$ cat src/source/rv_exec_defines.svh
`ifndef RV_EXEC_DEFINES_SVH
`define RV_EXEC_DEFINES_SVH

// Datapath widths
`define RV_XLEN 32
`define RV_TAG_WIDTH 4

// ==============================
// Machine CSR addresses
`define RV_CSR_MSCRATCH 12'h340
`define RV_CSR_MTVEC 12'h305
`define RV_CSR_MEPC 12'h341
`define RV_CSR_MCYCLE 12'hB00

`endif

$ cat src/source/rv_exec_pkg.sv
`include "rv_exec_defines.svh"

package rv_exec_pkg;

	typedef enum logic [2:0] {
		CLASS_ARITH,
		CLASS_COMPARE,
		CLASS_JUMP,
		CLASS_BRANCH,
		CLASS_LOAD,
		CLASS_STORE,
		CLASS_COMPLEX,
		CLASS_INVALID
	} exec_class_t;

	typedef enum logic [3:0] {
		ALU_ADD,
		ALU_SUB,
		ALU_SLL,
		ALU_SRL,
		ALU_SRA,
		ALU_AND,
		ALU_OR,
		ALU_XOR,
		ALU_EQ,
		ALU_NE,
		ALU_LT,
		ALU_LTU,
		ALU_GE,
		ALU_GEU
	} alu_op_t;

	typedef enum logic [2:0] {
		SEL_ZERO,
		SEL_RS1,
		SEL_RS2,
		SEL_PC,
		SEL_IMM
	} operand_sel_t;

	// Codes above OP_MRET are unknown and fault
	typedef enum logic [3:0] {
		OP_MUL,
		OP_MULH,
		OP_MULHU,
		OP_DIV,
		OP_DIVU,
		OP_REM,
		OP_REMU,
		OP_CSRRW,
		OP_CSRRS,
		OP_CSRRC,
		OP_MRET
	} complex_op_t;

endpackage

// ==============================
// CSR access between execute and the CSR file
interface csr_bus_if;
	logic [11:0] index;
	logic write;
	logic [`RV_XLEN-1:0] wdata;
	logic [`RV_XLEN-1:0] rdata;
	logic [`RV_XLEN-1:0] mepc;

	modport execute (output index, write, wdata, input rdata, mepc);
	modport csr (input index, write, wdata, output rdata, mepc);
endinterface

// ==============================
// Start/done link to the multiply and divide units
interface muldiv_if;
	logic mul_start;
	logic div_start;
	logic is_signed;
	logic high;
	logic [`RV_XLEN-1:0] op1;
	logic [`RV_XLEN-1:0] op2;
	logic mul_done;
	logic [`RV_XLEN-1:0] mul_result;
	logic div_done;
	logic [`RV_XLEN-1:0] div_quotient;
	logic [`RV_XLEN-1:0] div_remainder;

	modport execute (
		output mul_start, div_start, is_signed, high, op1, op2,
		input mul_done, mul_result, div_done, div_quotient, div_remainder
	);
	modport mul (
		input mul_start, is_signed, high, op1, op2,
		output mul_done, mul_result
	);
	modport div (
		input div_start, is_signed, op1, op2,
		output div_done, div_quotient, div_remainder
	);
endinterface

$ cat src/source/rv_alu.sv
`include "rv_exec_defines.svh"

module rv_alu import rv_exec_pkg::*; (
	input alu_op_t i_op,
	input logic [`RV_XLEN-1:0] i_op1,
	input logic [`RV_XLEN-1:0] i_op2,
	output logic [`RV_XLEN-1:0] o_result,
	output logic o_compare
);

	logic [4:0] shift_amount;
	logic equal;
	logic less_signed;
	logic less_unsigned;

	assign shift_amount = i_op2[4:0];
	assign equal = (i_op1 == i_op2);
	assign less_signed = ($signed(i_op1) < $signed(i_op2));
	assign less_unsigned = (i_op1 < i_op2);

	// Compare bit
	always_comb begin
		case (i_op)
			ALU_EQ: o_compare = equal;
			ALU_NE: o_compare = !equal;
			ALU_LT: o_compare = less_signed;
			ALU_LTU: o_compare = less_unsigned;
			ALU_GE: o_compare = !less_signed;
			ALU_GEU: o_compare = !less_unsigned;
			default: o_compare = 1'b0;
		endcase
	end

	always_comb begin
		case (i_op)
			ALU_ADD: o_result = i_op1 + i_op2;
			ALU_SUB: o_result = i_op1 - i_op2;
			ALU_SLL: o_result = i_op1 << shift_amount;
			ALU_SRL: o_result = i_op1 >> shift_amount;
			ALU_SRA: o_result = $unsigned($signed(i_op1) >>> shift_amount);
			ALU_AND: o_result = i_op1 & i_op2;
			ALU_OR: o_result = i_op1 | i_op2;
			ALU_XOR: o_result = i_op1 ^ i_op2;
			// Compare ops give the bit zero extended
			default: o_result = {{(`RV_XLEN-1){1'b0}}, o_compare};
		endcase
	end

endmodule

$ cat src/source/rv_csr_file.sv
`include "rv_exec_defines.svh"

module rv_csr_file (
	input logic i_clock,
	input logic i_reset,
	csr_bus_if.csr bus
);

	logic [`RV_XLEN-1:0] mscratch;
	logic [`RV_XLEN-1:0] mtvec;
	logic [`RV_XLEN-1:0] mepc;
	logic [`RV_XLEN-1:0] mcycle;

	always_ff @(posedge i_clock) begin
		if (i_reset) begin
			mscratch <= '0;
			mtvec <= '0;
			mepc <= '0;
			mcycle <= '0;
		end else begin
			mcycle <= mcycle + 1'b1;
			if (bus.write) begin
				// mcycle and unknown addresses drop the write
				case (bus.index)
					`RV_CSR_MSCRATCH: mscratch <= bus.wdata;
					`RV_CSR_MTVEC: mtvec <= bus.wdata;
					`RV_CSR_MEPC: mepc <= bus.wdata;
					default: ;
				endcase
			end
		end
	end

	// ==============================
	// Read port
	always_comb begin
		case (bus.index)
			`RV_CSR_MSCRATCH: bus.rdata = mscratch;
			`RV_CSR_MTVEC: bus.rdata = mtvec;
			`RV_CSR_MEPC: bus.rdata = mepc;
			`RV_CSR_MCYCLE: bus.rdata = mcycle;
			default: bus.rdata = '0;
		endcase
	end

	assign bus.mepc = mepc;

endmodule

$ cat src/source/rv_divider.sv
`include "rv_exec_defines.svh"

module rv_divider (
	input logic i_clock,
	input logic i_reset,
	muldiv_if.div bus
);

	logic running;
	logic done;
	logic [5:0] count;
	logic [`RV_XLEN-1:0] dividend;
	logic [`RV_XLEN-1:0] divisor;
	logic [`RV_XLEN-1:0] quotient;
	logic [`RV_XLEN-1:0] remainder;
	logic negate_quotient;
	logic negate_remainder;
	logic divide_by_zero;
	logic [`RV_XLEN:0] shifted;
	logic fits;
	logic [`RV_XLEN-1:0] next_quotient;
	logic [`RV_XLEN-1:0] next_remainder;
	logic [`RV_XLEN-1:0] quotient_out;
	logic [`RV_XLEN-1:0] remainder_out;

	// One restoring step, dividend bits shift out of the quotient register
	assign shifted = {remainder, quotient[`RV_XLEN-1]};
	assign fits = (shifted >= {1'b0, divisor});
	assign next_remainder = fits ? (shifted[`RV_XLEN-1:0] - divisor) : shifted[`RV_XLEN-1:0];
	assign next_quotient = {quotient[`RV_XLEN-2:0], fits};

	always_ff @(posedge i_clock) begin
		if (i_reset) begin
			running <= 1'b0;
			done <= 1'b0;
			count <= '0;
		end else begin
			done <= 1'b0;
			if (bus.div_start) begin
				running <= 1'b1;
				count <= 6'(`RV_XLEN);
			end else if (running) begin
				count <= count - 6'd1;
				if (count == 6'd1) begin
					running <= 1'b0;
					done <= 1'b1;
				end
			end
		end
	end

	always_ff @(posedge i_clock) begin
		if (bus.div_start) begin
			dividend <= bus.op1;
			remainder <= '0;
			quotient <= (bus.is_signed && bus.op1[`RV_XLEN-1]) ? -bus.op1 : bus.op1;
			divisor <= (bus.is_signed && bus.op2[`RV_XLEN-1]) ? -bus.op2 : bus.op2;
			negate_quotient <= bus.is_signed & (bus.op1[`RV_XLEN-1] ^ bus.op2[`RV_XLEN-1]);
			negate_remainder <= bus.is_signed & bus.op1[`RV_XLEN-1];
			divide_by_zero <= (bus.op2 == '0);
		end else if (running) begin
			quotient <= next_quotient;
			remainder <= next_remainder;
			if (count == 6'd1) begin
				// Signed overflow already yields the dividend and zero here
				if (divide_by_zero) begin
					quotient_out <= '1;
					remainder_out <= dividend;
				end else begin
					quotient_out <= negate_quotient ? -next_quotient : next_quotient;
					remainder_out <= negate_remainder ? -next_remainder : next_remainder;
				end
			end
		end
	end

	assign bus.div_done = done;
	assign bus.div_quotient = quotient_out;
	assign bus.div_remainder = remainder_out;

endmodule

$ cat src/source/rv_exec_top.sv
`include "rv_exec_defines.svh"

module rv_exec_top import rv_exec_pkg::*; (
	input logic i_clock,
	input logic i_reset,

	input logic i_memory_busy,
	input logic i_decode_valid,
	output logic o_busy,

	input logic [`RV_TAG_WIDTH-1:0] i_tag,
	input logic [`RV_XLEN-1:0] i_pc,
	input logic [`RV_XLEN-1:0] i_rs1,
	input logic [`RV_XLEN-1:0] i_rs2,
	input logic [`RV_XLEN-1:0] i_imm,
	input logic [4:0] i_rd_index,
	input exec_class_t i_class,
	input alu_op_t i_alu_op,
	input operand_sel_t i_operand1_sel,
	input operand_sel_t i_operand2_sel,
	input complex_op_t i_complex_op,
	input logic [2:0] i_mem_width,
	input logic i_mem_signed,

	output logic o_valid,
	output logic [`RV_TAG_WIDTH-1:0] o_tag,
	output logic [4:0] o_rd_index,
	output logic [`RV_XLEN-1:0] o_rd,
	output logic o_jump,
	output logic [`RV_XLEN-1:0] o_jump_pc,
	output logic o_fault,
	output logic o_mem_read,
	output logic o_mem_write,
	output logic [2:0] o_mem_width,
	output logic o_mem_signed,
	output logic [`RV_XLEN-1:0] o_mem_address
);

	csr_bus_if csr_bus ();
	muldiv_if muldiv_bus ();

	rv_execute execute_i (
		.i_clock(i_clock),
		.i_reset(i_reset),
		.i_memory_busy(i_memory_busy),
		.i_decode_valid(i_decode_valid),
		.o_busy(o_busy),
		.i_tag(i_tag),
		.i_pc(i_pc),
		.i_rs1(i_rs1),
		.i_rs2(i_rs2),
		.i_imm(i_imm),
		.i_rd_index(i_rd_index),
		.i_class(i_class),
		.i_alu_op(i_alu_op),
		.i_operand1_sel(i_operand1_sel),
		.i_operand2_sel(i_operand2_sel),
		.i_complex_op(i_complex_op),
		.i_mem_width(i_mem_width),
		.i_mem_signed(i_mem_signed),
		.o_valid(o_valid),
		.o_tag(o_tag),
		.o_rd_index(o_rd_index),
		.o_rd(o_rd),
		.o_jump(o_jump),
		.o_jump_pc(o_jump_pc),
		.o_fault(o_fault),
		.o_mem_read(o_mem_read),
		.o_mem_write(o_mem_write),
		.o_mem_width(o_mem_width),
		.o_mem_signed(o_mem_signed),
		.o_mem_address(o_mem_address),
		.csr(csr_bus.execute),
		.muldiv(muldiv_bus.execute)
	);

	rv_csr_file csr_file_i (
		.i_clock(i_clock),
		.i_reset(i_reset),
		.bus(csr_bus.csr)
	);

	rv_multiplier multiplier_i (
		.i_clock(i_clock),
		.i_reset(i_reset),
		.bus(muldiv_bus.mul)
	);

	rv_divider divider_i (
		.i_clock(i_clock),
		.i_reset(i_reset),
		.bus(muldiv_bus.div)
	);

endmodule

$ cat src/source/rv_execute.sv
`include "rv_exec_defines.svh"

module rv_execute import rv_exec_pkg::*; (
	input logic i_clock,
	input logic i_reset,

	// Control
	input logic i_memory_busy,
	input logic i_decode_valid,
	output logic o_busy,

	// Decoded instruction
	input logic [`RV_TAG_WIDTH-1:0] i_tag,
	input logic [`RV_XLEN-1:0] i_pc,
	input logic [`RV_XLEN-1:0] i_rs1,
	input logic [`RV_XLEN-1:0] i_rs2,
	input logic [`RV_XLEN-1:0] i_imm,
	input logic [4:0] i_rd_index,
	input exec_class_t i_class,
	input alu_op_t i_alu_op,
	input operand_sel_t i_operand1_sel,
	input operand_sel_t i_operand2_sel,
	input complex_op_t i_complex_op,
	input logic [2:0] i_mem_width,
	input logic i_mem_signed,

	// Result
	output logic o_valid,
	output logic [`RV_TAG_WIDTH-1:0] o_tag,
	output logic [4:0] o_rd_index,
	output logic [`RV_XLEN-1:0] o_rd,
	output logic o_jump,
	output logic [`RV_XLEN-1:0] o_jump_pc,
	output logic o_fault,
	output logic o_mem_read,
	output logic o_mem_write,
	output logic [2:0] o_mem_width,
	output logic o_mem_signed,
	output logic [`RV_XLEN-1:0] o_mem_address,

	csr_bus_if.execute csr,
	muldiv_if.execute muldiv
);

	logic busy;
	logic accept;
	logic is_csr_op;
	logic [`RV_XLEN-1:0] operand1;
	logic [`RV_XLEN-1:0] operand2;
	logic [`RV_XLEN-1:0] alu_result;
	logic alu_compare;
	complex_op_t pending_op;
	logic [`RV_XLEN-1:0] pending_op1;
	logic [`RV_XLEN-1:0] pending_op2;
	logic pending_signed;
	logic pending_high;
	logic mul_start_q;
	logic div_start_q;

	function automatic logic [`RV_XLEN-1:0] select_operand(
		input operand_sel_t sel,
		input logic [`RV_XLEN-1:0] rs1,
		input logic [`RV_XLEN-1:0] rs2,
		input logic [`RV_XLEN-1:0] pc,
		input logic [`RV_XLEN-1:0] imm
	);
		case (sel)
			SEL_RS1: return rs1;
			SEL_RS2: return rs2;
			SEL_PC: return pc;
			SEL_IMM: return imm;
			default: return '0;
		endcase
	endfunction

	assign o_busy = busy | i_memory_busy;
	assign accept = i_decode_valid & ~o_busy;

	// ==============================
	// ALU
	assign operand1 = select_operand(i_operand1_sel, i_rs1, i_rs2, i_pc, i_imm);
	assign operand2 = select_operand(i_operand2_sel, i_rs1, i_rs2, i_pc, i_imm);

	rv_alu alu_i (
		.i_op(i_alu_op),
		.i_op1(operand1),
		.i_op2(operand2),
		.o_result(alu_result),
		.o_compare(alu_compare)
	);

	// ==============================
	// CSR, read and write in the accept cycle
	assign is_csr_op = (i_class == CLASS_COMPLEX) &&
		(i_complex_op inside {OP_CSRRW, OP_CSRRS, OP_CSRRC});
	assign csr.index = i_imm[11:0];
	assign csr.write = accept & is_csr_op;

	always_comb begin
		case (i_complex_op)
			OP_CSRRS: csr.wdata = csr.rdata | i_rs1;
			OP_CSRRC: csr.wdata = csr.rdata & ~i_rs1;
			default: csr.wdata = i_rs1;
		endcase
	end

	// Mul/div operands come from the latched copies
	assign muldiv.mul_start = mul_start_q;
	assign muldiv.div_start = div_start_q;
	assign muldiv.is_signed = pending_signed;
	assign muldiv.high = pending_high;
	assign muldiv.op1 = pending_op1;
	assign muldiv.op2 = pending_op2;

	// ==============================
	always_ff @(posedge i_clock) begin
		if (i_reset) begin
			busy <= 1'b0;
			o_valid <= 1'b0;
			o_jump <= 1'b0;
			o_fault <= 1'b0;
			o_mem_read <= 1'b0;
			o_mem_write <= 1'b0;
			mul_start_q <= 1'b0;
			div_start_q <= 1'b0;
		end else begin
			o_valid <= 1'b0;
			mul_start_q <= 1'b0;
			div_start_q <= 1'b0;

			if (accept) begin
				o_valid <= 1'b1;
				o_jump <= 1'b0;
				o_tag <= i_tag;
				o_rd_index <= i_rd_index;
				o_mem_read <= (i_class == CLASS_LOAD);
				o_mem_write <= (i_class == CLASS_STORE);
				o_mem_width <= i_mem_width;
				o_mem_signed <= i_mem_signed;
				o_mem_address <= alu_result;

				case (i_class)
					CLASS_ARITH: o_rd <= alu_result;
					CLASS_COMPARE: o_rd <= {{(`RV_XLEN-1){1'b0}}, alu_compare};
					CLASS_JUMP: begin
						o_rd <= i_pc + 32'd4;
						o_jump <= 1'b1;
						o_jump_pc <= alu_result;
					end
					CLASS_BRANCH: begin
						o_jump <= 1'b1;
						o_jump_pc <= alu_compare ? (i_pc + i_imm) : (i_pc + 32'd4);
					end
					CLASS_LOAD: ;
					CLASS_STORE: o_rd <= i_rs2;
					CLASS_COMPLEX: begin
						pending_op <= i_complex_op;
						pending_op1 <= i_rs1;
						pending_op2 <= i_rs2;
						pending_signed <= (i_complex_op inside {OP_MULH, OP_DIV, OP_REM});
						pending_high <= (i_complex_op inside {OP_MULH, OP_MULHU});
						case (i_complex_op)
							OP_MUL, OP_MULH, OP_MULHU: begin
								busy <= 1'b1;
								o_valid <= 1'b0;
								mul_start_q <= 1'b1;
							end
							OP_DIV, OP_DIVU, OP_REM, OP_REMU: begin
								busy <= 1'b1;
								o_valid <= 1'b0;
								div_start_q <= 1'b1;
							end
							OP_CSRRW, OP_CSRRS, OP_CSRRC: o_rd <= csr.rdata;
							OP_MRET: begin
								o_jump <= 1'b1;
								o_jump_pc <= csr.mepc;
							end
							default: o_fault <= 1'b1;
						endcase
					end
					default: o_fault <= 1'b1;
				endcase
			end else if (busy && (muldiv.mul_done || muldiv.div_done)) begin
				busy <= 1'b0;
				o_valid <= 1'b1;
				if (muldiv.mul_done) begin
					o_rd <= muldiv.mul_result;
				end else if (pending_op inside {OP_REM, OP_REMU}) begin
					o_rd <= muldiv.div_remainder;
				end else begin
					o_rd <= muldiv.div_quotient;
				end
			end
		end
	end

endmodule

$ cat src/source/rv_multiplier.sv
`include "rv_exec_defines.svh"

module rv_multiplier (
	input logic i_clock,
	input logic i_reset,
	muldiv_if.mul bus
);

	logic stage1_valid;
	logic done;
	logic high_select;
	logic signed [`RV_XLEN:0] op1_ext;
	logic signed [`RV_XLEN:0] op2_ext;
	logic signed [2*`RV_XLEN+1:0] product;
	logic [`RV_XLEN-1:0] result;

	// One extra bit turns unsigned operands into positive signed ones
	assign product = op1_ext * op2_ext;

	always_ff @(posedge i_clock) begin
		if (i_reset) begin
			stage1_valid <= 1'b0;
			done <= 1'b0;
		end else begin
			stage1_valid <= bus.mul_start;
			done <= stage1_valid;
		end
	end

	always_ff @(posedge i_clock) begin
		if (bus.mul_start) begin
			op1_ext <= {bus.is_signed & bus.op1[`RV_XLEN-1], bus.op1};
			op2_ext <= {bus.is_signed & bus.op2[`RV_XLEN-1], bus.op2};
			high_select <= bus.high;
		end
		if (stage1_valid) begin
			result <= high_select ? product[2*`RV_XLEN-1:`RV_XLEN] : product[`RV_XLEN-1:0];
		end
	end

	assign bus.mul_done = done;
	assign bus.mul_result = result;

endmodule

$ cat config.mk
export PLATFORM = sky130hd
export DESIGN_NAME = rv_exec_top
export DESIGN_NICKNAME = d
export VERILOG_FILES = /design/src/source/rv_exec_pkg.sv /design/src/source/rv_alu.sv /design/src/source/rv_csr_file.sv /design/src/source/rv_divider.sv /design/src/source/rv_exec_top.sv /design/src/source/rv_execute.sv /design/src/source/rv_multiplier.sv
export VERILOG_INCLUDE_DIRS = /design/src /design/src/source
export SDC_FILE = /design/constraint.sdc
export NUM_CORES = 2
export LEC_CHECK = 0
export BUFFER_PORTS_ARGS = -buffer_cell sky130_fd_sc_hd__buf_2
export CAP_MARGIN = 30
export CORE_ASPECT_RATIO = 0.7
export CORE_MARGIN = 5
export CORE_UTILIZATION = 61
export DETAILED_ROUTE_END_ITERATION = 8
export PLACE_DENSITY = 0.82
export SLEW_MARGIN = 20
export SYNTH_ARGS = -nofsm -noshare
export SYNTH_HDL_FRONTEND = slang
export SYNTH_SLANG_ARGS = --single-unit
$ cat constraint.sdc
create_clock -name i_clock -period 14 [get_ports i_clock]
set_clock_uncertainty 0.05 [all_clocks]
set_input_delay 0.7 -clock i_clock [delete_from_list [all_inputs] [get_ports i_clock]]
set_output_delay 0.7 -clock i_clock [all_outputs]
set_load 0.05 [all_outputs]
==> results by group <==
Outcome
  – Status: complete, no violations

Worst setup path
  – Worst endpoint required time: 14.37 ns
  – Worst Setup Path Type: reg -> reg
  – WP data arrival: 10.17 ns
  – Worst R2R Path Depth: 24
  – CP top delay family: adder cells
  – Setup crit end: multiplier_i.bus.mul_result[22]
  – Worst-path cell chain: buf_4 > nand2_1 > inv_1 > fa_1 > fa_1 > fa_1 > fa_1 > fa_1 > fa_1 > fa_1 > inv_1 > fa_1 > inv_1 > ha_1 > and2_1 > nand3_1 > or2_2 > nor2_1 > o2111ai_1 > a2111oi_0 > nor2_1 > o21ai_0 > xnor2_1 > o21ai_0
  – Critical path depth: 24
  – Worst R2R Start: multiplier_i.op1_ext[32]
  – Startpoint types: register
  – Slowest CP cell: fa_1
  – Critical path launch point: multiplier_i.op1_ext[32]
  – CP Max Fanout: 32
  – Most frequent cell on the critical path: fa_1
  – RR Endpoint: multiplier_i.bus.mul_result[22]
  – CP Capture Type: register
  – R2R Setup Slk: 4.21 ns
  – CP peak stage delay: 0.97 ns
  – Crit path buf inv count: 4

Routing
  – Highest Signal Layer: met5
  – WL met2: 126000 um
  – Vias per inst: 6.71
  – Drt total wl: 338000 um
  – Met3 WL: 67100 um
  – Pre-antenna DRT Iters: 9
  – DRC viols: 0
  – Vias: 72685
  – DRT met1 WL: 129000 um
  – WL/cell: 31.2 um
  – Final ANT Viol Nets: 0
  – Iteration-0 DRC Markers: 12276

Min path
  – Worst min path class: in -> reg
  – Worst hold path cell count: 1

CTS
  – Clock transition at path regs: 0.07 ns
  – Inserted Clock Buffers: 58
  – Clock Path Buffers: 3
  – Clock Sinks: 619
  – Post-CTS Setup Bufs: 0
  – Clock Tree Root: clkbuf_16
  – Clock Latency Late Sink: 0.72 ns
  – H-Tree Depth: 2
  – # hold bufs at CTS: 0
  – Post-CTS resize count: 0
  – CTS tree: done

Global routing
  – Initial antenna violation count: 29
  – First-pass GRT wire length: 485000 um
  – Total congestion overflow: 0
  – GR Util All Layers: 0.473
  – Largest net degree at the start of global routing: 94
  – Vias in the first global route: 70587

Place
  – PortBufs: 276
  – Post-DP Area: 0.0846 sq mm
  – Worst slack, placed: 4.63 ns
  – Post-DP HPWL: 260000 um
  – Final RePlAce weighted congestion: 1.12

Logic synthesis
  – Post-synthesis compound-gate area fraction: 0.137
  – Cells after Synth: 8965
  – Synth Register Bits: 619
  – Top post-synthesis cells by area: fa_1, edfxtp_1, inv_1
  – Mapped cell area: 0.0813 sq mm
  – Most used DFF post-synth: edfxtp_1
  – Synth Area per Inst: 9.07 sq um
  – Adder-cell share of the synthesized area: 0.337
  – Sequential area share after synthesis: 0.207
  – EDFF count, synth: 441
  – Synth area leader: fa_1
  – Synth async-reset ratio: 0
  – Mux contribution to synthesized area: 0.0372
  – Synth cell types: 118
  – Main combinational cell family by area after synthesis: adder cells
  – Post-synthesis simple-gate area fraction: 0.163
  – Synth Net Count: 10640
  – Post-synthesis xor/xnor area fraction: 0.0323
  – Area share of the largest cell type after synthesis: 0.278
  – Syn. warnings: 0

Floorplan
  – Row count: 112
  – Initial Util: 0.612
  – Placeable Area: 0.133 sq mm
  – I/O pin count: 277
  – DIE WIDTH: 446 um
  – Die Y-Extent: 315 um
  – Die ar.: 0.141 sq mm

Cells and area
  – Nets: 10668
  – Most common cell after layout, fill and taps aside: inv_1
  – Core Util, Final: 0.653
  – Area Overhead vs Synth: 6.65%
  – Final instance area: 0.0867 sq mm
  – Most frequent cells in the layout: inv_1, fa_1, nand2_1, and2_1, a21oi_1
  – Share of layout cells above drive strength 1: 0.0856

Power
  – Pwr dens: 104 mW/mm^2
  – Comb pwr share: 0.578
  – Max IR drop VDD: 0.126 mV
  – Leakage: 38.6 nW
  – Switching power of the nets: 4.37 mW
  – Switching power share of the total: 0.484
  – Internal power: 4.66 mW
  – Register share of total power: 0.232
  – Clk pwr share: 0.190

STA
  – Final hold viol count: 0
  – Worst slew pin tran: 1.27 ns
  – Unrepaired setup endpoints after global routing: false
  – Fmax: 102 MHz
  – Setup_tns: 0 ns
  – Setup violations, final: 0
  – Tmin final: 9.79 ns
  – Fin. max-slew vios: 0
  – Relative slew margins: 0.144
  – Fin crit share: 0.699
  – Worst Slack Setup Final: 4.21 ns

Job
  – Max Cap Viol: 0
==> cells in the mapped netlist, types with 82 or more instances <==
master	number
xor2_1	125
and2_1	560
mux2i_1	219
edfxtp_1	441
nor2_1	470
a21o_1	82
a21oi_1	522
xnor2_1	175
nor3_1	92
dfxtp_1	178
clkbuf_1	441
o21ai_0	283
nand2_1	1119
fa_1	1129
inv_1	1304
ha_1	384
==> layout make-up <==
type | count | area [sq um]
Inverter | 1311 | 4930
Antenna cell | 21 | 52.6
Fill cell | 10617 | 46100
Timing Repair Buffer | 500 | 3090
Multi-Input combinational cell | 6503 | 57700
Tap cell | 1767 | 2210
Clock inverter | 37 | 397
Sequential cell | 619 | 16800
Clock buffer | 71 | 1550
==> registers in the layout (all words and copies together), names as in the netlist, 5 cells and up <==
signal and cells:
multiplier_i.bus.mul_result 32, execute_i.o_rd_index 5, execute_i.muldiv.op2 32, execute_i.o_rd 32
divider_i.bus.div_quotient 32, divider_i.dividend 32, csr_file_i.bus.mepc 32, multiplier_i.op1_ext 33
divider_i.remainder 32, divider_i.divisor 32, divider_i.count 6, csr_file_i.mcycle 32
execute_i.muldiv.op1 32, csr_file_i.mscratch 32, multiplier_i.op2_ext 33, csr_file_i.mtvec 32
divider_i.bus.div_remainder 32, execute_i.o_jump_pc 32, divider_i.quotient 32, execute_i.o_mem_address 32
==> worst register-to-register path, stage by stage, from the launching register on <==
cell and delay [ns]:
edfxtp_1 0.32, buf_4 0.39, nand2_1 0.19, inv_1 0.15
fa_1 0.50, fa_1 0.57, fa_1 0.97, fa_1 0.57
fa_1 0.50, fa_1 0.51, fa_1 0.50, inv_1 0.06
fa_1 0.48, inv_1 0.06, ha_1 0.41, and2_1 0.25
nand3_1 0.09, or2_2 0.34, nor2_1 0.52, o2111ai_1 0.58
a2111oi_0 0.87, nor2_1 0.17, o21ai_0 0.25, xnor2_1 0.15
o21ai_0 0.08
==> logic make-up after synthesis <==
family / after synthesis
adder cells (fa/ha/maj): 1513
buffers and inverters: 1843
multiplexers: 279
XOR/XNOR: 300
AO/OA/AOI/OAI: 1663
flip-flops: 619
AND/OR/NAND/NOR: 2748
==> through the flow <==
stage | std cells | hold slack, ns | power (mW)
finish | 10829 | 0.176 | 9.03
global route | 10810 | 0.168 | 9.38
floorplan | 8965 | 0.350 | 5.24
CTS | 10797 | 0.160 | 8.67
detailed placement | 10689 | 0.398 | 6.97
global placement | 10677 | 0.391 | 6.94
==> power groups by stage <==
stage | combinational, mW | sequential, mW | clock, mW
2_1_floorplan | 3.09 | 2.15 | 0
3_3_place_gp | 4.81 | 2.13 | 0
3_5_place_dp | 4.84 | 2.13 | 0
4_1_cts | 4.87 | 2.09 | 1.70
5_1_grt | 5.50 | 2.10 | 1.78
6_report | 5.22 | 2.09 | 1.72
==> metal layers <==
metal  GRT usage  vias up
met3       0.279     1069
li1            -    29652
met2       0.598     6324
met1       0.663    35622
met4       0.170       18
met5           0        -
==> how the worst min path moves through the flow <==
stage	startpoint	to	slack, ns
global placement	csr_file_i.mtvec[0]	csr_file_i.mtvec[0]	0.39
global route	i_rd_index[0]	execute_i.o_rd_index[0]	0.17
detailed placement	csr_file_i.mtvec[6]	csr_file_i.mtvec[6]	0.40
finish	i_rd_index[1]	execute_i.o_rd_index[1]	0.18
CTS	i_mem_width[1]	execute_i.o_mem_width[1]	0.16
floorplan	execute_i.muldiv.high	multiplier_i.high_select	0.35
(Power assumes the default switching activity.)
